===== config.mk =====
export PLATFORM = sky130hd
export DESIGN_NAME = dma_rd_engine
export DESIGN_NICKNAME = d
export VERILOG_FILES = /design/src/logic/dma_rd_pkg.sv /design/src/logic/dma_rd_burst_splitter.sv /design/src/logic/dma_rd_cmd_fifo.sv /design/src/logic/dma_rd_realign.sv /design/src/logic/dma_rd_skid_buffer.sv /design/src/logic/dma_rd_engine.sv
export SDC_FILE = /design/constraint.sdc
export NUM_CORES = 1
export LEC_CHECK = 0
export BUFFER_PORTS_ARGS = -buffer_cell sky130_fd_sc_hd__buf_2
export CAP_MARGIN = 20
export CORE_MARGIN = 4
export CORE_UTILIZATION = 30
export CTS_CLUSTER_DIAMETER = 100
export DETAILED_ROUTE_END_ITERATION = 8
export PLACE_DENSITY = 0.45
export SYNTH_ARGS = -nofsm -noshare
export SYNTH_HDL_FRONTEND = slang
export SYNTH_SLANG_ARGS = --single-unit

===== constraint.sdc =====
create_clock -name aclk -period 7.9 [get_ports aclk]
set_input_delay 1.185 -clock aclk [delete_from_list [all_inputs] [get_ports aclk]]
set_output_delay 1.185 -clock aclk [all_outputs]
set_load 0.05 [all_outputs]

===== src/logic/dma_rd_pkg.sv =====
// shared constants, scalar types, queue entry and FSM state enums
// for the unaligned read DMA engine
`default_nettype none

package dma_rd_pkg;

    //////////////////////////////////////////////////
    // bus and length constants
    //////////////////////////////////////////////////
    localparam int DATA_W          = 32;
    localparam int STRB_W          = 4;
    localparam int OFFSET_W        = 2;
    localparam int BEAT_SHIFT      = 2;
    localparam int ADDR_W          = 16;
    localparam int LEN_W           = 20;
    localparam int MAX_BURST_LEN   = 16;
    localparam int MAX_BURST_BYTES = MAX_BURST_LEN * STRB_W;
    localparam int PAGE_BYTES      = 4096;
    localparam int CYCLE_W         = LEN_W - BEAT_SHIFT + 1;
    localparam int CMD_DEPTH       = 4;

    typedef logic [ADDR_W-1:0]   addr_t;
    typedef logic [LEN_W-1:0]    len_t;
    typedef logic [DATA_W-1:0]   data_t;
    typedef logic [STRB_W-1:0]   keep_t;
    typedef logic [7:0]          arlen_t;
    typedef logic [OFFSET_W-1:0] offset_t;
    typedef logic [CYCLE_W-1:0]  cycles_t;

    // beat counts are stored as count minus one
    typedef struct packed {
        offset_t shift_offset;
        offset_t last_bytes;
        logic    bubble;
        cycles_t in_beats;
        cycles_t out_beats;
    } realign_cmd_t;

    typedef enum logic {SPLIT_IDLE, SPLIT_ISSUE} split_state_t;
    typedef enum logic {ALIGN_IDLE, ALIGN_READ} align_state_t;

endpackage

`default_nettype wire


===== src/logic/dma_rd_burst_splitter.sv =====
// descriptor intake and read address generation
// builds one realignment command per descriptor and splits the
// transfer into bursts of at most 16 beats that never cross a 4 KB page
`default_nettype none

module dma_rd_burst_splitter (
    input  wire                            aclk,
    input  wire                            aresetn,
    input  wire dma_rd_pkg::addr_t         desc_addr,
    input  wire dma_rd_pkg::len_t          desc_len,
    input  wire                            desc_valid,
    output logic                           desc_ready,
    output logic                           cmd_in_valid,
    output dma_rd_pkg::realign_cmd_t       cmd_in_data,
    input  wire                            cmd_in_ready,
    output dma_rd_pkg::addr_t              araddr,
    output dma_rd_pkg::arlen_t             arlen,
    output logic                           arvalid,
    input  wire                            arready
);

    dma_rd_pkg::split_state_t state;
    dma_rd_pkg::addr_t        addr_reg;
    dma_rd_pkg::addr_t        src_addr;
    dma_rd_pkg::len_t         rem_reg;
    dma_rd_pkg::len_t         src_rem;
    dma_rd_pkg::len_t         bytes;
    dma_rd_pkg::len_t         page_left;
    dma_rd_pkg::offset_t      lane;
    logic                     idle;
    logic                     accept;
    logic                     load;
    logic                     run;

    assign idle       = (state == dma_rd_pkg::SPLIT_IDLE);
    // no descriptor is taken in the first cycle after reset
    assign desc_ready = idle && cmd_in_ready && run;
    assign accept     = desc_valid && desc_ready;
    // command goes into the queue in the same cycle the descriptor is taken
    assign cmd_in_valid = idle && desc_valid && run;

    // the first burst comes straight from the descriptor
    assign src_addr = idle ? desc_addr : addr_reg;
    assign src_rem  = idle ? desc_len : rem_reg;
    assign lane     = src_addr[dma_rd_pkg::OFFSET_W-1:0];
    assign load     = accept || (!idle && !arvalid);

    //////////////////////////////////////////////////
    // burst size
    //////////////////////////////////////////////////
    always_comb begin
        bytes = dma_rd_pkg::len_t'(dma_rd_pkg::MAX_BURST_BYTES - int'(lane));
        if (src_rem < bytes) begin
            bytes = src_rem;
        end
        // stop at the next page boundary
        page_left = dma_rd_pkg::len_t'(dma_rd_pkg::PAGE_BYTES
                                      - int'(src_addr % dma_rd_pkg::PAGE_BYTES));
        if (page_left < bytes) begin
            bytes = page_left;
        end
    end

    always_comb begin
        cmd_in_data.shift_offset = dma_rd_pkg::offset_t'(dma_rd_pkg::STRB_W - int'(lane));
        cmd_in_data.last_bytes   = desc_len[dma_rd_pkg::OFFSET_W-1:0];
        cmd_in_data.bubble       = (lane != '0);
        cmd_in_data.in_beats     = dma_rd_pkg::cycles_t'(({1'b0, desc_len} + lane - 1'b1)
                                                         >> dma_rd_pkg::BEAT_SHIFT);
        cmd_in_data.out_beats    = dma_rd_pkg::cycles_t'((desc_len - 1'b1)
                                                         >> dma_rd_pkg::BEAT_SHIFT);
    end

    //////////////////////////////////////////////////
    // address channel FSM
    //////////////////////////////////////////////////
    always_ff @(posedge aclk) begin
        if (!aresetn) begin
            state   <= dma_rd_pkg::SPLIT_IDLE;
            arvalid <= 1'b0;
            run     <= 1'b0;
        end else begin
            run <= 1'b1;
            case (state)
                dma_rd_pkg::SPLIT_IDLE: begin
                    if (accept) begin
                        arvalid <= 1'b1;
                        state   <= dma_rd_pkg::SPLIT_ISSUE;
                    end
                end
                dma_rd_pkg::SPLIT_ISSUE: begin
                    if (arvalid && arready) begin
                        arvalid <= 1'b0;
                        // nothing left after this burst
                        if (rem_reg == '0) begin
                            state <= dma_rd_pkg::SPLIT_IDLE;
                        end
                    end else if (!arvalid) begin
                        arvalid <= 1'b1;
                    end
                end
            endcase
        end
    end

    always_ff @(posedge aclk) begin
        if (load) begin
            araddr   <= src_addr;
            arlen    <= dma_rd_pkg::arlen_t'((bytes + lane - 1'b1) >> dma_rd_pkg::BEAT_SHIFT);
            addr_reg <= src_addr + dma_rd_pkg::addr_t'(bytes);
            rem_reg  <= src_rem - bytes;
        end
    end

endmodule

`default_nettype wire


===== src/logic/dma_rd_cmd_fifo.sv =====
// register FIFO for realignment commands
// keeps descriptor order between address issue and data return
`default_nettype none

module dma_rd_cmd_fifo #(
    parameter int DEPTH = 4
) (
    input  wire                            aclk,
    input  wire                            aresetn,
    input  wire                            cmd_in_valid,
    input  wire dma_rd_pkg::realign_cmd_t  cmd_in_data,
    output logic                           cmd_in_ready,
    output logic                           cmd_out_valid,
    output dma_rd_pkg::realign_cmd_t       cmd_out_data,
    input  wire                            cmd_out_ready
);

    dma_rd_pkg::realign_cmd_t    mem [DEPTH];
    // one extra bit tells full from empty
    logic [$clog2(DEPTH):0]      wr_ptr;
    logic [$clog2(DEPTH):0]      rd_ptr;

    assign cmd_out_valid = (wr_ptr != rd_ptr);
    assign cmd_in_ready  = !((wr_ptr[$clog2(DEPTH)] != rd_ptr[$clog2(DEPTH)])
                             && (wr_ptr[$clog2(DEPTH)-1:0] == rd_ptr[$clog2(DEPTH)-1:0]));
    assign cmd_out_data  = mem[rd_ptr[$clog2(DEPTH)-1:0]];

    always_ff @(posedge aclk) begin
        if (!aresetn) begin
            wr_ptr <= '0;
            rd_ptr <= '0;
        end else begin
            if (cmd_in_valid && cmd_in_ready) begin
                wr_ptr <= wr_ptr + 1'b1;
            end
            if (cmd_out_valid && cmd_out_ready) begin
                rd_ptr <= rd_ptr + 1'b1;
            end
        end
    end

    always_ff @(posedge aclk) begin
        if (cmd_in_valid && cmd_in_ready) begin
            mem[wr_ptr[$clog2(DEPTH)-1:0]] <= cmd_in_data;
        end
    end

endmodule

`default_nettype wire


===== src/logic/dma_rd_realign.sv =====
// read data FSM and byte realigner
// shifts returned beats down to lane 0, counts input and output beats,
// trims tkeep on the final beat and pulses status per descriptor
`default_nettype none

module dma_rd_realign (
    input  wire                            aclk,
    input  wire                            aresetn,
    input  wire                            cmd_out_valid,
    input  wire dma_rd_pkg::realign_cmd_t  cmd_out_data,
    output logic                           cmd_out_ready,
    input  wire dma_rd_pkg::data_t         rdata,
    input  wire                            rvalid,
    output logic                           rready,
    output logic                           beat_valid,
    output dma_rd_pkg::data_t              beat_data,
    output dma_rd_pkg::keep_t              beat_keep,
    output logic                           beat_last,
    input  wire                            beat_accept,
    input  wire                            beat_ready_early,
    output logic                           status_valid
);

    dma_rd_pkg::align_state_t          state;
    dma_rd_pkg::offset_t               shift_offset;
    dma_rd_pkg::offset_t               last_bytes;
    dma_rd_pkg::cycles_t               in_cnt;
    dma_rd_pkg::cycles_t               out_cnt;
    dma_rd_pkg::data_t                 prev_data;
    logic [2*dma_rd_pkg::DATA_W-1:0]   joined;
    logic                              in_active;
    logic                              in_more;
    logic                              out_last;
    logic                              bubble;
    logic                              rx;
    logic                              step;

    assign cmd_out_ready = (state == dma_rd_pkg::ALIGN_IDLE);
    assign rx            = rready && rvalid;
    // a beat slot advances once the input side is drained or has data
    assign step    = (state == dma_rd_pkg::ALIGN_READ) && beat_accept && (rx || !in_active);
    assign in_more = in_active && (in_cnt != '0);

    //////////////////////////////////////////////////
    // realign datapath
    //////////////////////////////////////////////////
    // drop the STRB_W - shift_offset leading lanes of the previous beat
    assign joined = {rdata, prev_data} >> ((dma_rd_pkg::STRB_W - int'(shift_offset))
                                          * (dma_rd_pkg::DATA_W / dma_rd_pkg::STRB_W));

    assign beat_valid = step && !bubble;
    assign beat_data  = joined[dma_rd_pkg::DATA_W-1:0];
    assign beat_last  = out_last;
    // a remainder of zero means the last beat is full
    assign beat_keep  = (out_last && last_bytes != '0)
                        ? dma_rd_pkg::keep_t'((1 << last_bytes) - 1) : '1;

    //////////////////////////////////////////////////
    // control FSM
    //////////////////////////////////////////////////
    always_ff @(posedge aclk) begin
        if (!aresetn) begin
            state        <= dma_rd_pkg::ALIGN_IDLE;
            rready       <= 1'b0;
            status_valid <= 1'b0;
        end else begin
            status_valid <= 1'b0;
            case (state)
                dma_rd_pkg::ALIGN_IDLE: begin
                    if (cmd_out_valid) begin
                        state  <= dma_rd_pkg::ALIGN_READ;
                        rready <= beat_ready_early;
                    end
                end
                dma_rd_pkg::ALIGN_READ: begin
                    if (step && !bubble && out_last) begin
                        state        <= dma_rd_pkg::ALIGN_IDLE;
                        rready       <= 1'b0;
                        status_valid <= 1'b1;
                    end else if (step) begin
                        rready <= beat_ready_early && in_more;
                    end else begin
                        rready <= beat_ready_early && in_active;
                    end
                end
            endcase
        end
    end

    // command fields and beat counters
    always_ff @(posedge aclk) begin
        if (cmd_out_valid && cmd_out_ready) begin
            shift_offset <= cmd_out_data.shift_offset;
            last_bytes   <= cmd_out_data.last_bytes;
            bubble       <= cmd_out_data.bubble;
            in_cnt       <= cmd_out_data.in_beats;
            out_cnt      <= cmd_out_data.out_beats;
            in_active    <= 1'b1;
            out_last     <= (cmd_out_data.out_beats == '0);
        end else if (step) begin
            if (rx) begin
                prev_data <= rdata;
            end
            if (in_active) begin
                in_cnt    <= in_cnt - 1'b1;
                in_active <= in_more;
            end
            // the bubble beat is captured only, no output consumed
            if (!bubble) begin
                out_cnt  <= out_cnt - 1'b1;
                out_last <= (out_cnt == dma_rd_pkg::cycles_t'(1));
            end
            bubble <= 1'b0;
        end
    end

endmodule

`default_nettype wire


===== src/logic/dma_rd_skid_buffer.sv =====
// two-entry registered output stage for the stream
// output register plus a temporary register behind it
`default_nettype none

module dma_rd_skid_buffer (
    input  wire                     aclk,
    input  wire                     aresetn,
    input  wire                     beat_valid,
    input  wire dma_rd_pkg::data_t  beat_data,
    input  wire dma_rd_pkg::keep_t  beat_keep,
    input  wire                     beat_last,
    output logic                    beat_accept,
    output logic                    beat_ready_early,
    output dma_rd_pkg::data_t       tdata,
    output dma_rd_pkg::keep_t       tkeep,
    output logic                    tlast,
    output logic                    tvalid,
    input  wire                     tready
);

    dma_rd_pkg::data_t  temp_data;
    dma_rd_pkg::keep_t  temp_keep;
    logic               temp_last;
    logic               temp_valid;
    logic               store_out;
    logic               store_temp;
    logic               temp_to_out;

    // ready next cycle unless the temp entry could end up filled
    assign beat_ready_early = tready || (!temp_valid && (!tvalid || !beat_valid));

    always_comb begin
        store_out   = beat_accept && (tready || !tvalid);
        store_temp  = beat_accept && !tready && tvalid;
        temp_to_out = !beat_accept && tready;
    end

    always_ff @(posedge aclk) begin
        if (!aresetn) begin
            tvalid      <= 1'b0;
            temp_valid  <= 1'b0;
            beat_accept <= 1'b0;
        end else begin
            beat_accept <= beat_ready_early;
            if (store_out) begin
                tvalid <= beat_valid;
            end else if (store_temp) begin
                temp_valid <= beat_valid;
            end else if (temp_to_out) begin
                tvalid     <= temp_valid;
                temp_valid <= 1'b0;
            end
        end
    end

    always_ff @(posedge aclk) begin
        if (store_out) begin
            tdata <= beat_data;
            tkeep <= beat_keep;
            tlast <= beat_last;
        end else if (temp_to_out) begin
            tdata <= temp_data;
            tkeep <= temp_keep;
            tlast <= temp_last;
        end
        if (store_temp) begin
            temp_data <= beat_data;
            temp_keep <= beat_keep;
            temp_last <= beat_last;
        end
    end

endmodule

`default_nettype wire


===== src/logic/dma_rd_engine.sv =====
// top level of the unaligned read DMA engine
// splitter -> command FIFO -> realigner -> skid buffer
`default_nettype none

module dma_rd_engine (
    input  wire                     aclk,
    input  wire                     aresetn,
    input  wire dma_rd_pkg::addr_t  desc_addr,
    input  wire dma_rd_pkg::len_t   desc_len,
    input  wire                     desc_valid,
    output logic                    desc_ready,
    output dma_rd_pkg::addr_t       araddr,
    output dma_rd_pkg::arlen_t      arlen,
    output logic                    arvalid,
    input  wire                     arready,
    input  wire dma_rd_pkg::data_t  rdata,
    // beat counting comes from the command, rlast is not needed here
    input  wire                     rlast,
    input  wire                     rvalid,
    output logic                    rready,
    output dma_rd_pkg::data_t       tdata,
    output dma_rd_pkg::keep_t       tkeep,
    output logic                    tlast,
    output logic                    tvalid,
    input  wire                     tready,
    output logic                    status_valid
);

    logic                      cmd_in_valid;
    logic                      cmd_in_ready;
    dma_rd_pkg::realign_cmd_t  cmd_in_data;
    logic                      cmd_out_valid;
    logic                      cmd_out_ready;
    dma_rd_pkg::realign_cmd_t  cmd_out_data;
    logic                      beat_valid;
    dma_rd_pkg::data_t         beat_data;
    dma_rd_pkg::keep_t         beat_keep;
    logic                      beat_last;
    logic                      beat_accept;
    logic                      beat_ready_early;

    dma_rd_burst_splitter i_dma_rd_burst_splitter (
        .aclk         (aclk),
        .aresetn      (aresetn),
        .desc_addr    (desc_addr),
        .desc_len     (desc_len),
        .desc_valid   (desc_valid),
        .desc_ready   (desc_ready),
        .cmd_in_valid (cmd_in_valid),
        .cmd_in_data  (cmd_in_data),
        .cmd_in_ready (cmd_in_ready),
        .araddr       (araddr),
        .arlen        (arlen),
        .arvalid      (arvalid),
        .arready      (arready)
    );

    dma_rd_cmd_fifo #(
        .DEPTH (dma_rd_pkg::CMD_DEPTH)
    ) i_dma_rd_cmd_fifo (
        .aclk          (aclk),
        .aresetn       (aresetn),
        .cmd_in_valid  (cmd_in_valid),
        .cmd_in_data   (cmd_in_data),
        .cmd_in_ready  (cmd_in_ready),
        .cmd_out_valid (cmd_out_valid),
        .cmd_out_data  (cmd_out_data),
        .cmd_out_ready (cmd_out_ready)
    );

    dma_rd_realign i_dma_rd_realign (
        .aclk             (aclk),
        .aresetn          (aresetn),
        .cmd_out_valid    (cmd_out_valid),
        .cmd_out_data     (cmd_out_data),
        .cmd_out_ready    (cmd_out_ready),
        .rdata            (rdata),
        .rvalid           (rvalid),
        .rready           (rready),
        .beat_valid       (beat_valid),
        .beat_data        (beat_data),
        .beat_keep        (beat_keep),
        .beat_last        (beat_last),
        .beat_accept      (beat_accept),
        .beat_ready_early (beat_ready_early),
        .status_valid     (status_valid)
    );

    dma_rd_skid_buffer i_dma_rd_skid_buffer (
        .aclk             (aclk),
        .aresetn          (aresetn),
        .beat_valid       (beat_valid),
        .beat_data        (beat_data),
        .beat_keep        (beat_keep),
        .beat_last        (beat_last),
        .beat_accept      (beat_accept),
        .beat_ready_early (beat_ready_early),
        .tdata            (tdata),
        .tkeep            (tkeep),
        .tlast            (tlast),
        .tvalid           (tvalid),
        .tready           (tready)
    );

endmodule

`default_nettype wire


Word level (Yosys, flattened, before mapping)

Memory sizes are Yosys's and may differ from the RTL's. A register that Yosys moved wholly into a read port is not among the register bits.
Cells that the tools add are included.

Add/subtract/negate cells: 16
Order comparisons: 2
Equal/unequal tests: 8
Shift-type cells: 2
Muxes and demuxes: 48
Bitwise gates (word level): 4
Reductions and logical operators: 53

Operators with widths:

| kind                   | number |
|---|---|
| $mux 19                | 6 |
| $mux 32                | 2 |
| $shr 64x32->32         | 1 |
| $mux 20                | 3 |
| $lt 20x20->1           | 2 |
| $sub 19x1->19 const B  | 2 |
| $mux 1                 | 27 |
| $logic_and 1x1->1      | 24 |
| $add 20x2->21          | 1 |
| $sub 21x1->21 const B  | 1 |
| $logic_not 20->1       | 1 |
| $sub 20x1->20 const B  | 1 |
| $sub 20x20->20         | 1 |
| $eq 19x1->1 const B    | 1 |
| $logic_not 19->1       | 1 |
| $reduce_bool 19->1     | 1 |
| $add 16x16->16         | 1 |
| $mux 16                | 1 |
| $sub 13x12->14 const A | 1 |
| $mux 4                 | 3 |
| $reduce_bool 2->1      | 6 |
| $add 10x2->10          | 1 |
| $reduce_and 2->1       | 5 |
| $sub 10x1->10 const B  | 1 |
| 17 further kinds       | 39 |

Register bits: 226
Bits in writable memories: 168
Bits of input ports: 75
Output and inout bits: 66
Logic and storage cells: 163
Memories: 1

Memories:

| name                  | depth | bits a word | read ports | clocked after memory_dff | wr ports | line                  | text |
|---|---|---|---|---|---|---|---|
| i_dma_rd_cmd_fifo.mem | 4     | 42          | 1          | 1                        | 1        | dma_rd_cmd_fifo.sv:18 | `dma_rd_pkg::realign_cmd_t mem [DEPTH];` |

Longest topological paths before layout

Gate-level depths: netlist of the first run.

Word-level depth: 12
Mapped depth: 38
Gate-level depth less buffers: 31

Hierarchy

From an unflattened synthesis of the first run, not the netlist that was laid out.

Cell total of the unflattened synthesis: 1649
Area, all modules: 21605.7 um2

By module, submodules not included:

| module                | instances | cells an instance | area each (um2) |
|---|---|---|---|
| dma_rd_burst_splitter | 1         | 754               | 6836.6 |
| dma_rd_cmd_fifo       | 1         | 293               | 6755.2 |
| dma_rd_realign        | 1         | 467               | 5012.3 |
| dma_rd_skid_buffer    | 1         | 135               | 3001.6 |

Worst setup path after synthesis of the first run

Ideal clock, no wire load.

Path type: register to register
Start point: register i_dma_rd_burst_splitter.state
End point: register i_dma_rd_burst_splitter.addr_reg[15] (data pin)
Data arrival time: 7205 ps
Required time: 7639 ps
Path slack: 434 ps
Stages on the path, launching flop included: 36
Clock period less this slack: 7466 ps
Cell sequence: dfxtp_1 -> buf_6 -> buf_4 -> buf_2 -> buf_1 -> clkbuf_1 -> mux2i_1 -> ha_1 -> inv_1 -> ha_1 -> and3_1 -> a211oi_2 -> o211ai_2 -> a21o_1 -> o21ai_0 -> ha_1 -> a21oi_1 -> nand2_1 -> a221oi_1 -> o21a_1 -> o21a_1 -> buf_6 -> clkbuf_1 -> nand2_1 -> o21ai_0 -> inv_1 -> ha_1 -> a21o_1 -> a21oi_1 -> inv_1 -> a21oi_1 -> maj3_4 -> o21ai_2 -> a31oi_1 -> nand3_1 -> o311a_1

Cells in the longest elaborated chain, start to end: 7
Elaborated cells on any way between the ends: 9

Ends and longest elaborated chain:

| what                   | line                         | text |
|---|---|---|
| from (decl)            | dma_rd_burst_splitter.sv:22  | `dma_rd_pkg::split_state_t state;` |
| from (signal assigned) | dma_rd_burst_splitter.sv:79  | `state <= dma_rd_pkg::SPLIT_IDLE;` |
| from (signal assigned) | dma_rd_burst_splitter.sv:88  | `state <= dma_rd_pkg::SPLIT_ISSUE;` |
| from (signal assigned) | dma_rd_burst_splitter.sv:96  | `state <= dma_rd_pkg::SPLIT_IDLE;` |
| $mux 16                | dma_rd_burst_splitter.sv:43  | `assign src_addr = idle ? desc_addr : addr_reg;` |
| $sub 7x2->8            | dma_rd_burst_splitter.sv:52  | `bytes = dma_rd_pkg::len_t'(dma_rd_pkg::MAX_BURST_BYTES - int'(lane));` |
| $lt 20x20->1           | dma_rd_burst_splitter.sv:53  | `if (src_rem < bytes) begin` |
| $mux 20                | dma_rd_burst_splitter.sv:53  |  |
| $lt 20x20->1           | dma_rd_burst_splitter.sv:59  | `if (page_left < bytes) begin` |
| $mux 20                | dma_rd_burst_splitter.sv:59  |  |
| $add 16x16->16 *       | dma_rd_burst_splitter.sv:110 | `addr_reg <= src_addr + dma_rd_pkg::addr_t'(bytes);` |
| to (signal assigned)   | dma_rd_burst_splitter.sv:110 |  |
| to (decl)              | dma_rd_burst_splitter.sv:23  | `dma_rd_pkg::addr_t addr_reg;` |

Mark *: on every way between the ends. The rest lies on a longest branch, timed or not.
A chain may end at the register's enable or synchronous reset.

Worst setup path after layout of the first run

Start point: input desc_addr[1]
End point: register i_dma_rd_burst_splitter.rem_reg[18] (data pin)

Cells in the longest elaborated chain, start to end: 7
Elaborated cells on any way between the ends: 8

Ends and longest elaborated chain:

| what                 | line                         | text |
|---|---|---|
| from (decl)          | dma_rd_engine.sv:8           | `input wire dma_rd_pkg::addr_t desc_addr,` |
| $mux 16 *            | dma_rd_burst_splitter.sv:43  |  |
| $sub 7x2->8          | dma_rd_burst_splitter.sv:52  |  |
| $lt 20x20->1         | dma_rd_burst_splitter.sv:53  |  |
| $mux 20              | dma_rd_burst_splitter.sv:53  |  |
| $lt 20x20->1         | dma_rd_burst_splitter.sv:59  |  |
| $mux 20 *            | dma_rd_burst_splitter.sv:59  |  |
| $sub 20x20->20 *     | dma_rd_burst_splitter.sv:111 | `rem_reg <= src_rem - bytes;` |
| to (signal assigned) | dma_rd_burst_splitter.sv:111 |  |
| to (decl)            | dma_rd_burst_splitter.sv:25  | `dma_rd_pkg::len_t rem_reg;` |

Marks and branches as above.

==> flow_results.org, run 1 <==
** Routing
- Detailed-route via count :: roughly 13k
- Using the TritonRoute via totals, the vias-per-cell ratio works out to about 4.8.
- After detailed routing, the total wire length is slightly above 50 mm.
- For this block, the initial DRC count from the detailed router was 666.
- In the routed design, unresolved DRC markers number 0.
- Once detail routing completed, the nets flagged for antenna violations numbered 0.
- Before antenna repair, the detailed router went through 5 iterations.
- Wirelength per Cell :: about 19 um

** GRT
- The initial antenna violation count is 8.
- The first global-routing pass estimated about 80 mm of wire.
- Most crowded layer after global routing :: met2
- Entering global routing, the biggest net connects slightly below 90 pins.
- Congestion Overflow GR :: 0
- For this run, global-route usage on met1 was measured as 0.1732.
- In the global route stage, met3 resource usage came out at 0.02581.
- Across every metal layer, demand over resource in global routing totals 0.1378.
- In the global route stage, met2 resource usage came out at 0.2408.
- Vias in the first global route :: 13.92k

** Synthesis
- Counting flops with a built-in enable in the synthesized netlist gives between 300 and 400.
- Post-synthesis instance area :: 20,990 um^2
- By area, the combinational part of the netlist is dominated by multiplexers.
- Fraction of post-synthesis cell area in the top cell type by area :: 0.5407
- Cell types occupying the most area after synthesis :: edfxtp_1 54%, mux4_2 6.2%, ha_1 6.0%
- For this run, asynchronously set or reset flops after synthesis account for 0.
- Synthesis Warnings :: 0
- Simple-gate portion of the synthesized area :: 0.08523
- Of the total synthesized cell area, the portion taken by full adders, half adders and majority gates is 0.06460.
- For this run, the leading register cell type out of synthesis is edfxtp_1.
- Instance count of the mapped netlist :: approximately 1.6k
- The biggest area contributor in the post-synthesis netlist is edfxtp_1.
- Yosys mapped the design onto 86 distinct sky130hd cell types.
- Proportion of synthesized area in mux cells :: 0.1149
- Synthesis inferred between 300 and 400 register bits.
- The complex-gate fraction of the synthesized area came to 0.09619.
- Dividing the synthesized area by the synthesized cell count gives about 13 um^2.
- XOR/XNOR share of the synthesized area :: 0.05304
- Seq/Total Area, Yosys :: 0.5578

** Layout
- Of the cells placed in the final design, the portion with a size suffix greater than 1 is 0.2164.
- Number of cells in the finished layout apart from fillers :: 2,780
- Once layout is complete, the utilization of the core stands at 0.3544.
- The register with the most flip-flops in the layout has about 170 of them.
- Post-route cell area :: between 20,000 and 25,000 um^2
- Most frequent cells in the layout :: 378 x edfxtp_1, 139 x buf_2, 108 x nor2_1
- Most common cell after layout, fill and taps aside :: edfxtp_1
- After filler insertion, the fill cell instance count of the layout stands at slightly below 7k.
- Relative to the synthesized area, the layout overhead comes to 16.39%.
- After the last flow step, the layout net total stands at a little under 2k.

** Die
- The total area inside the core boundary comes to 68,950 um^2.
- In this run the count of I/O pins placed on the die edge is roughly 140.
- The floorplan step defined a die boundary enclosing approximately 74,000 um^2.
- Effective utilization at floorplan :: 0.3045
- In this run the horizontal extent of the chip is around 270 um.
- Standard-cell rows :: 96
- The floorplan step set the die height to around 270 um.

** Clock network
- Cts-stage hold buffer count :: 0
- Clock latency on the worst-skew pair :: ~600 ps
- Clock-pin slew on the worst setup and hold paths :: around 60 ps
- Post-CTS Setup Bufs :: 0
- Maximum clock path buffer count :: 3
- TritonCTS built the clock tree.
- The number of gates resized after CTS was 0.
- Number of clock buffers inserted by TritonCTS :: 46
- In this run the number of H-tree levels came out at 2.
- CTS root buffer :: clkbuf_16
- Clock sink count :: 396

** STA
- Of the available clock period, the critical path in the final layout requires 0.8638.
- In this run the tightest slew margin relative to its limit is 0.3027.
- Total count of max-transition violations in the final report :: 0
- Setup repair after global routing missed its margin :: no
- Final hold violation count :: 0
- Max Clock Skew :: about 26 ps
- Post-layout minimum cycle time :: ~6800 ps
- Setup total negative slack :: 0 ps
- Final Worst Setup Slack :: roughly 1100 ps
- Based on the critical path, the design can be clocked at up to approximately 150 MHz.
- Transition time of the tightest slew-check pin :: approximately 1000 ps
- Setup violations remaining at the end of the flow were counted as 0.

** Critical path
- Counting cells, the worst reg-to-reg path comes to 29.
- STA puts the critical path data required time at between 8000 and 9000 ps.
- Critical Path Sink Type :: flip-flop
- The slowest stage of the critical path is the a221oi_1 cell.
- Source of the worst register-to-register timing path :: i_dma_rd_burst_splitter.state
- By startpoint and endpoint, the worst setup path is classified as primary input to flip-flop.
- Setup slack on the worst reg-to-reg path comes out at approximately 1100 ps.
- Grouping stages by cell kind, the critical path spends the most delay in compound AO/OA/AOI/OAI gates.
- The largest single stage delay on the critical path is between 400 and 500 ps.
- The worst register-to-register path ends at i_dma_rd_burst_splitter.rem_reg[18].
- Along the worst path, the maximum fanout reaches 17.
- STA puts the critical path data arrival time at between 7000 and 8000 ps.
- The critical path contains buffers and inverters numbering 4 combined.
- Worst Setup Start Kind :: primary input

** Placed design
- Once placement completed, the tool counted placed cells totaling between 2k and 3k.
- Global placement routability congestion :: between 0.8 and 0.9
- Post-detailed-placement cell area :: ~23,000 um^2
- Prior to clock tree synthesis, the placed netlist has a worst setup slack of around 450 ps.
- Half-perimeter wire length after detailed placement :: roughly 36 mm
- Port buffer count :: between 100 and 150

** Hold path
- Class of the tightest hold or removal check :: flip-flop to flip-flop
- In this run the most critical hold path is launched from i_dma_rd_skid_buffer.temp_valid.
- Number of stages on the worst hold path :: 2
- Destination of the worst hold path :: i_dma_rd_skid_buffer.temp_valid

** Power
- Power density relative to cell area :: 321.0 nW/um^2
- LEAKAGE :: between 0.008 and 0.009 uW
- VDD sags by at most ~0.16 mV.

** Outcome
- Status :: completed

** Flow run
- Max-cap violations in this run came to 0.
-- worst min-delay path, stage by stage, from the launching register on --
cell and delay (ps):
dfxtp_1 300, nand3b_1 70, a21oi_1 60
-- synth_stat cells (3+ instances only) --
| library cell | instances |
|---|---|
| a31oi_1 | 5 |
| and4_1 | 3 |
| a21o_1 | 15 |
| and3_1 | 13 |
| o211ai_1 | 6 |
| nor2_1 | 110 |
| or2_2 | 5 |
| ha_1 | 100 |
| xor2_1 | 33 |
| nor3_1 | 21 |
| nor4_1 | 21 |
| nand4_1 | 4 |
| mux4_2 | 58 |
| or4_1 | 7 |
| mux2i_1 | 46 |
| nand2b_1 | 18 |
| mux2_2 | 52 |
| or3_1 | 6 |
| xnor2_1 | 91 |
| o211a_1 | 3 |
| clkbuf_1 | 36 |
| and2_1 | 16 |
| o21ai_0 | 99 |
| a22oi_1 | 9 |
| o21a_1 | 9 |
| o31ai_1 | 4 |
| nor2b_1 | 12 |
| nand3_1 | 21 |
| nand2_1 | 105 |
| dfxtp_1 | 18 |
| nand3b_1 | 3 |
| o21bai_1 | 7 |
| fa_1 | 4 |
| o22ai_1 | 19 |
| buf_1 | 13 |
| edfxtp_1 | 378 |
| inv_1 | 95 |
| o21ai_1 | 4 |
| a21oi_1 | 92 |
| a21oi_2 | 3 |
| o21ai_2 | 4 |
| a211oi_1 | 5 |
-- metrics by stage --
step	hold slack (ps)	power, uW
floorplan	465.9	5086
CTS	489.4	7979
detailed placement	478.8	5811
global route	511.5	8349
finish	485.0	7843
global placement	475.0	5782
-- worst max-delay path by stage --
stage	start	to	depth (start not counted)
2_1_floorplan	i_dma_rd_burst_splitter.state	i_dma_rd_burst_splitter.addr_reg[15]	35
3_3_place_gp	desc_addr[1]	i_dma_rd_burst_splitter.addr_reg[15]	28
3_5_place_dp	desc_addr[1]	i_dma_rd_burst_splitter.addr_reg[15]	28
4_1_cts	i_dma_rd_burst_splitter.state	i_dma_rd_burst_splitter.addr_reg[15]	26
5_1_grt	i_dma_rd_burst_splitter.state	i_dma_rd_burst_splitter.rem_reg[18]	29
6_report	desc_addr[1]	i_dma_rd_burst_splitter.rem_reg[18]	31
-- routing by layer --
layer,routed length (um),vias up
li1,-,6483
met5,20,-
met2,25670,228
met3,1946,84
met4,1351,2
met1,22670,6523
-- power by group --
group / internal, uW / switching (uW) / leakage, uW / total [uW]
logic: 1000 / 1690 / 0.00437 / 2690
registers: 2850 / 184 / 0.00366 / 3030
clock network: 1220 / 901 / 0.000729 / 2120
-- layout make-up --
cell class                 instances  area [um^2]  share of cell area
inverter                          96        360.3             0.01475
clock buffer                      55         1185             0.04849
clock inverter                    31        305.3             0.01249
multi-input combinational       1098         8778              0.3593
timing repair buffer             168        913.4             0.03738
tap                              931         1165             0.04767
antenna                            5        12.51           0.0005121
sequential                       396        11720              0.4794
-- cells by family after synthesis --
kind of cell    count (synthesis)
flops                         396
buf+inv                       150
compound gates                320
xor+xnor                      125
simple gates                  373
mux                           159
fa+ha+maj                     106
other cells                     2
Power figures use the tool's default switching activity.
==> run 2, diff against run 1 <==
- CTS_BUF_LIST: unset -> sky130_fd_sc_hd__clkbuf_4
==> run 2 against run 1 <==
  * Combinational power barely moved
  * Non-clock buffer count unchanged
  * Largest power group unchanged
  * Global-route usage rose by 0.18 points
  * Routed wire length is 0.94% higher
  * Register-to-register slack improved by 80 ps
  * First-iteration DRC count fell by 8.4%
  * Critical path depth decreased by 5
  * Via count up 3.5%
==> flow_results.org, run 2 (synthesis results as in run 1) <==
** Outcome
- Status: completed (unchanged).

** GRT
- The initial antenna violation count came to 10 (was 8).
- Largest net degree at the start of global routing :: 89 (unchanged)
- Wire length of the first global-routing pass :: 81.03 mm (was 80.23 mm)
- The number of global-route vias before repair was 14.50k (was 13.92k).
- The combined global-route utilization of all metal layers was 0.1396 (was 0.1378).
- The overall overflow remaining after global route came to 0 (unchanged).

** STA
- Transition time of the tightest slew-check pin :: 1038 ps (was 1046 ps)
- The share of the cycle needed by the critical path after routing came to 0.8468 (was 0.8638).
- Post-layout minimum cycle time :: 6690 ps (was 6824 ps)
- Achievable frequency :: 149.5 MHz (was 146.5 MHz)
- The worst clock skew was 75.16 ps (was 25.98 ps).
- The final count of negative-setup-slack endpoints is 0 (unchanged).
- The setup TNS is 0 ps (unchanged).
- Total count of max-transition violations in the final report :: 0 (unchanged)
- The worst slew margin relative to its limit was 0.3080 (was 0.3027).
- Setup repair after global routing missed its margin :: no (unchanged)
- The final hold violation count was 0 (unchanged).

** Placed design
- Port buffer count :: 139 (unchanged)
- Global placement routability congestion :: 0.8176 (unchanged)
- Half-perimeter wire length after detailed placement :: 36.11 mm (unchanged)
- Placed Instances :: 2,689 (unchanged)

** Critical path
- Critical path endpoint :: i_dma_rd_burst_splitter.rem_reg[19] (was i_dma_rd_burst_splitter.rem_reg[18])
- Worst R2R Setup Slack :: 1210 ps (was 1130 ps)
- The required time reported for the critical path endpoint was 8460 ps (was 8230 ps).
- Startpoint of the most critical setup path :: i_dma_rd_burst_splitter.state (was desc_addr[1])
- The number of cells on the worst reg-to-reg path was 26 (was 29).
- The kind of end point of the critical path is a flip-flop (unchanged).
- The startpoint type of the worst setup path is a flip-flop (was primary input).
- The startpoint of the most critical register-to-register path is i_dma_rd_burst_splitter.state (unchanged).
- The peak fanout along the critical path was 27 (was 17).
- The worst setup path category is flip-flop to flip-flop (was primary input to flip-flop).
- The endpoint of the most critical register-to-register path is i_dma_rd_burst_splitter.rem_reg[19] (was i_dma_rd_burst_splitter.rem_reg[18]).
- Critical path data arrival time :: 7250 ps (was 7150 ps)

** Layout
- The relative area change from synthesis to final layout was 16.07% (was 16.39%).
- Flip-flop count of the largest register, all copies and words added :: 168 (unchanged)
- The most common cell after layout, fill and taps aside is edfxtp_1 (unchanged).
- Most frequent cells in the layout: 378 x edfxtp_1, 167 x clkbuf_4, 139 x buf_2 (was 378 x edfxtp_1, 139 x buf_2, 108 x nor2_1).
- Number of cells in the finished layout apart from fillers :: 2,892 (was 2,780)
- The fraction of final layout cells with drive strength greater than 1 came to 0.2592 (was 0.2164).
- The count of filler cells inserted in the layout came to 6,911 (was 6,841).
- The net count of the finished layout came to 2,049 (was 1,985).

** Routing
- The iteration count of the initial detailed-routing pass was 5 (unchanged).
- The final wirelength is 52.14 mm (was 51.66 mm).
- Count of antenna-violating nets left after detailed routing :: 0 (unchanged)
- Via count normalized by instance count :: 4.769 (was 4.791)
- The detailed router's first-iteration violation count is 610 (was 666).
- The total number of vias was 13.79k (was 13.32k).
- The detailed-route DRC error count came to 0 (unchanged).
- Wirelength per Cell :: 18.03 um (was 18.58 um)

** Power
- The worst-case vdd ir drop was 0.1676 mV (was 0.1597 mV).
- The power density over the cells was 312.1 nW/um^2 (was 321.0 nW/um^2).
- LEAKAGE :: 0.008862 uW (was 0.008751 uW)

** Clock network
- Clock-pin slew on the worst setup and hold paths :: 60 ps (about the same)
- CTS-repair resized insts :: 0 (unchanged)
- The number of sinks handled by clock tree synthesis is 396 (unchanged).
- CTS tree :: done (unchanged)
- The number of buffers created by CTS was 110 (was 46).
- The worst-case clock buffer depth was 3 (unchanged).
- The number of setup buffers added after CTS is 0 (unchanged).
- The number of levels in the clock H-tree came to 3 (was 2).
- Cts-stage hold buffer count :: 0 (unchanged)
- Clock latency on the worst-skew pair :: 860 ps (was 600 ps)
- The clock root buffer was clkbuf_4 (was clkbuf_16).

** Flow run
- The count of maximum capacitance violations was 0 (unchanged).

** Die
- The initial standard-cell utilization of the core came to 0.3045 (unchanged).
- Standard-cell rows :: 96 (unchanged)
- Io pins :: 141 (unchanged)
- Die width :: 272.5 um (unchanged)
- The core area was 68,950 um^2 (unchanged).
- Die extent in y :: 272.5 um (unchanged)
- The area of the die came to 74,280 um^2 (unchanged).

** Hold path
- The path class of the lowest-slack min-delay path was primary input to flip-flop (was flip-flop to flip-flop).
-- run 2: cell count changes in the layout (fill, tap and decap cells not counted), moves of 2 or more --
cell and change:
inv_8 +2, diode_2 +4, clkinv_2 -8, clkbuf_16 -46
inv_6 -2, clkbuf_1 -9, clkinv_1 +10, bufinv_16 -3
clkbuf_4 +167
-- run 2: worst min path at each step --
stage	from	end	slack [ps]	cells past startpoint
2_1_floorplan	i_dma_rd_skid_buffer.temp_valid	i_dma_rd_skid_buffer.temp_valid	470	2
3_3_place_gp	i_dma_rd_skid_buffer.temp_valid	i_dma_rd_skid_buffer.temp_valid	480	2
3_5_place_dp	i_dma_rd_skid_buffer.temp_valid	i_dma_rd_skid_buffer.temp_valid	480	2
4_1_cts	aresetn	i_dma_rd_burst_splitter.run	350	1
5_1_grt	aresetn	i_dma_rd_burst_splitter.run	370	1
6_report	aresetn	i_dma_rd_burst_splitter.run	480	1
-- run 2: layout make-up --
| type | count | area (um^2) | share of cell area |
|---|---|---|---|
| Multi-Input combinational cell | 1098 | 8778 | 0.3603 |
| Antenna cell | 9 | 22.52 | 0.0009243 |
| Tap cell | 931 | 1165 | 0.04781 |
| Clock buffer | 167 | 1254 | 0.05145 |
| Clock inverter | 27 | 158.9 | 0.006521 |
| Sequential cell | 396 | 11720 | 0.4808 |
| Inverter | 96 | 360.3 | 0.01479 |
| Timing Repair Buffer | 168 | 913.4 | 0.03748 |
-- run 2: through the flow --
stage                     setup slack [ps]  hold slack, ps  power, uW  instance area (um^2)    util
after floorplan                      434.0           465.9       5086                 21040       -
after global placement               454.7           475.0       5782                 22930  0.3326
after detailed placement             447.8           478.8       5811                 22930  0.3326
after CTS                             1089           352.9       7750                 24340  0.3531
after global routing                 483.1           374.0       8151                 24360  0.3534
final                                 1210           483.7       7604                 24370  0.3534
-- run 2: per-layer routing --
| metal | GRT usage | share of wire | vias to the layer above |
|---|---|---|---|
| met4 | 0.05582 | 0.030 | 2 |
| met1 | 0.1712 | 0.44 | 6724 |
| li1 | - | - | 6671 |
| met5 | 0 | 0.00027 | - |
| met3 | 0.03134 | 0.040 | 117 |
| met2 | 0.2393 | 0.49 | 277 |
-- run 2: power breakdown --
group	switching [uW]	total, uW	leakage [uW]	internal (uW)
Combinational	1700	2700	0.00437	1000
Clock	879	1870	0.000839	993
Sequential	185	3030	0.00366	2850
Total	2760	7600	0.00886	4840
-- run 2: worst max-delay path, cell delays in order, from the launching register on --
cell	delay (ps)
dfxtp_2	430
buf_4	430
o21ai_0	230
ha_1	340
nor2b_1	140
a221oi_1	440
o21ai_2	190
a21o_1	290
o21ai_0	210
ha_1	270
a21oi_1	130
o221ai_1	150
a221oi_1	350
o21a_1	300
o21a_1	200
nand2_1	60
o21ai_0	110
inv_1	140
buf_4	160
ha_1	260
a21o_1	160
a21oi_1	310
o221ai_2	240
a311oi_2	510
o31ai_1	150
a21oi_1	190
xnor2_1	70
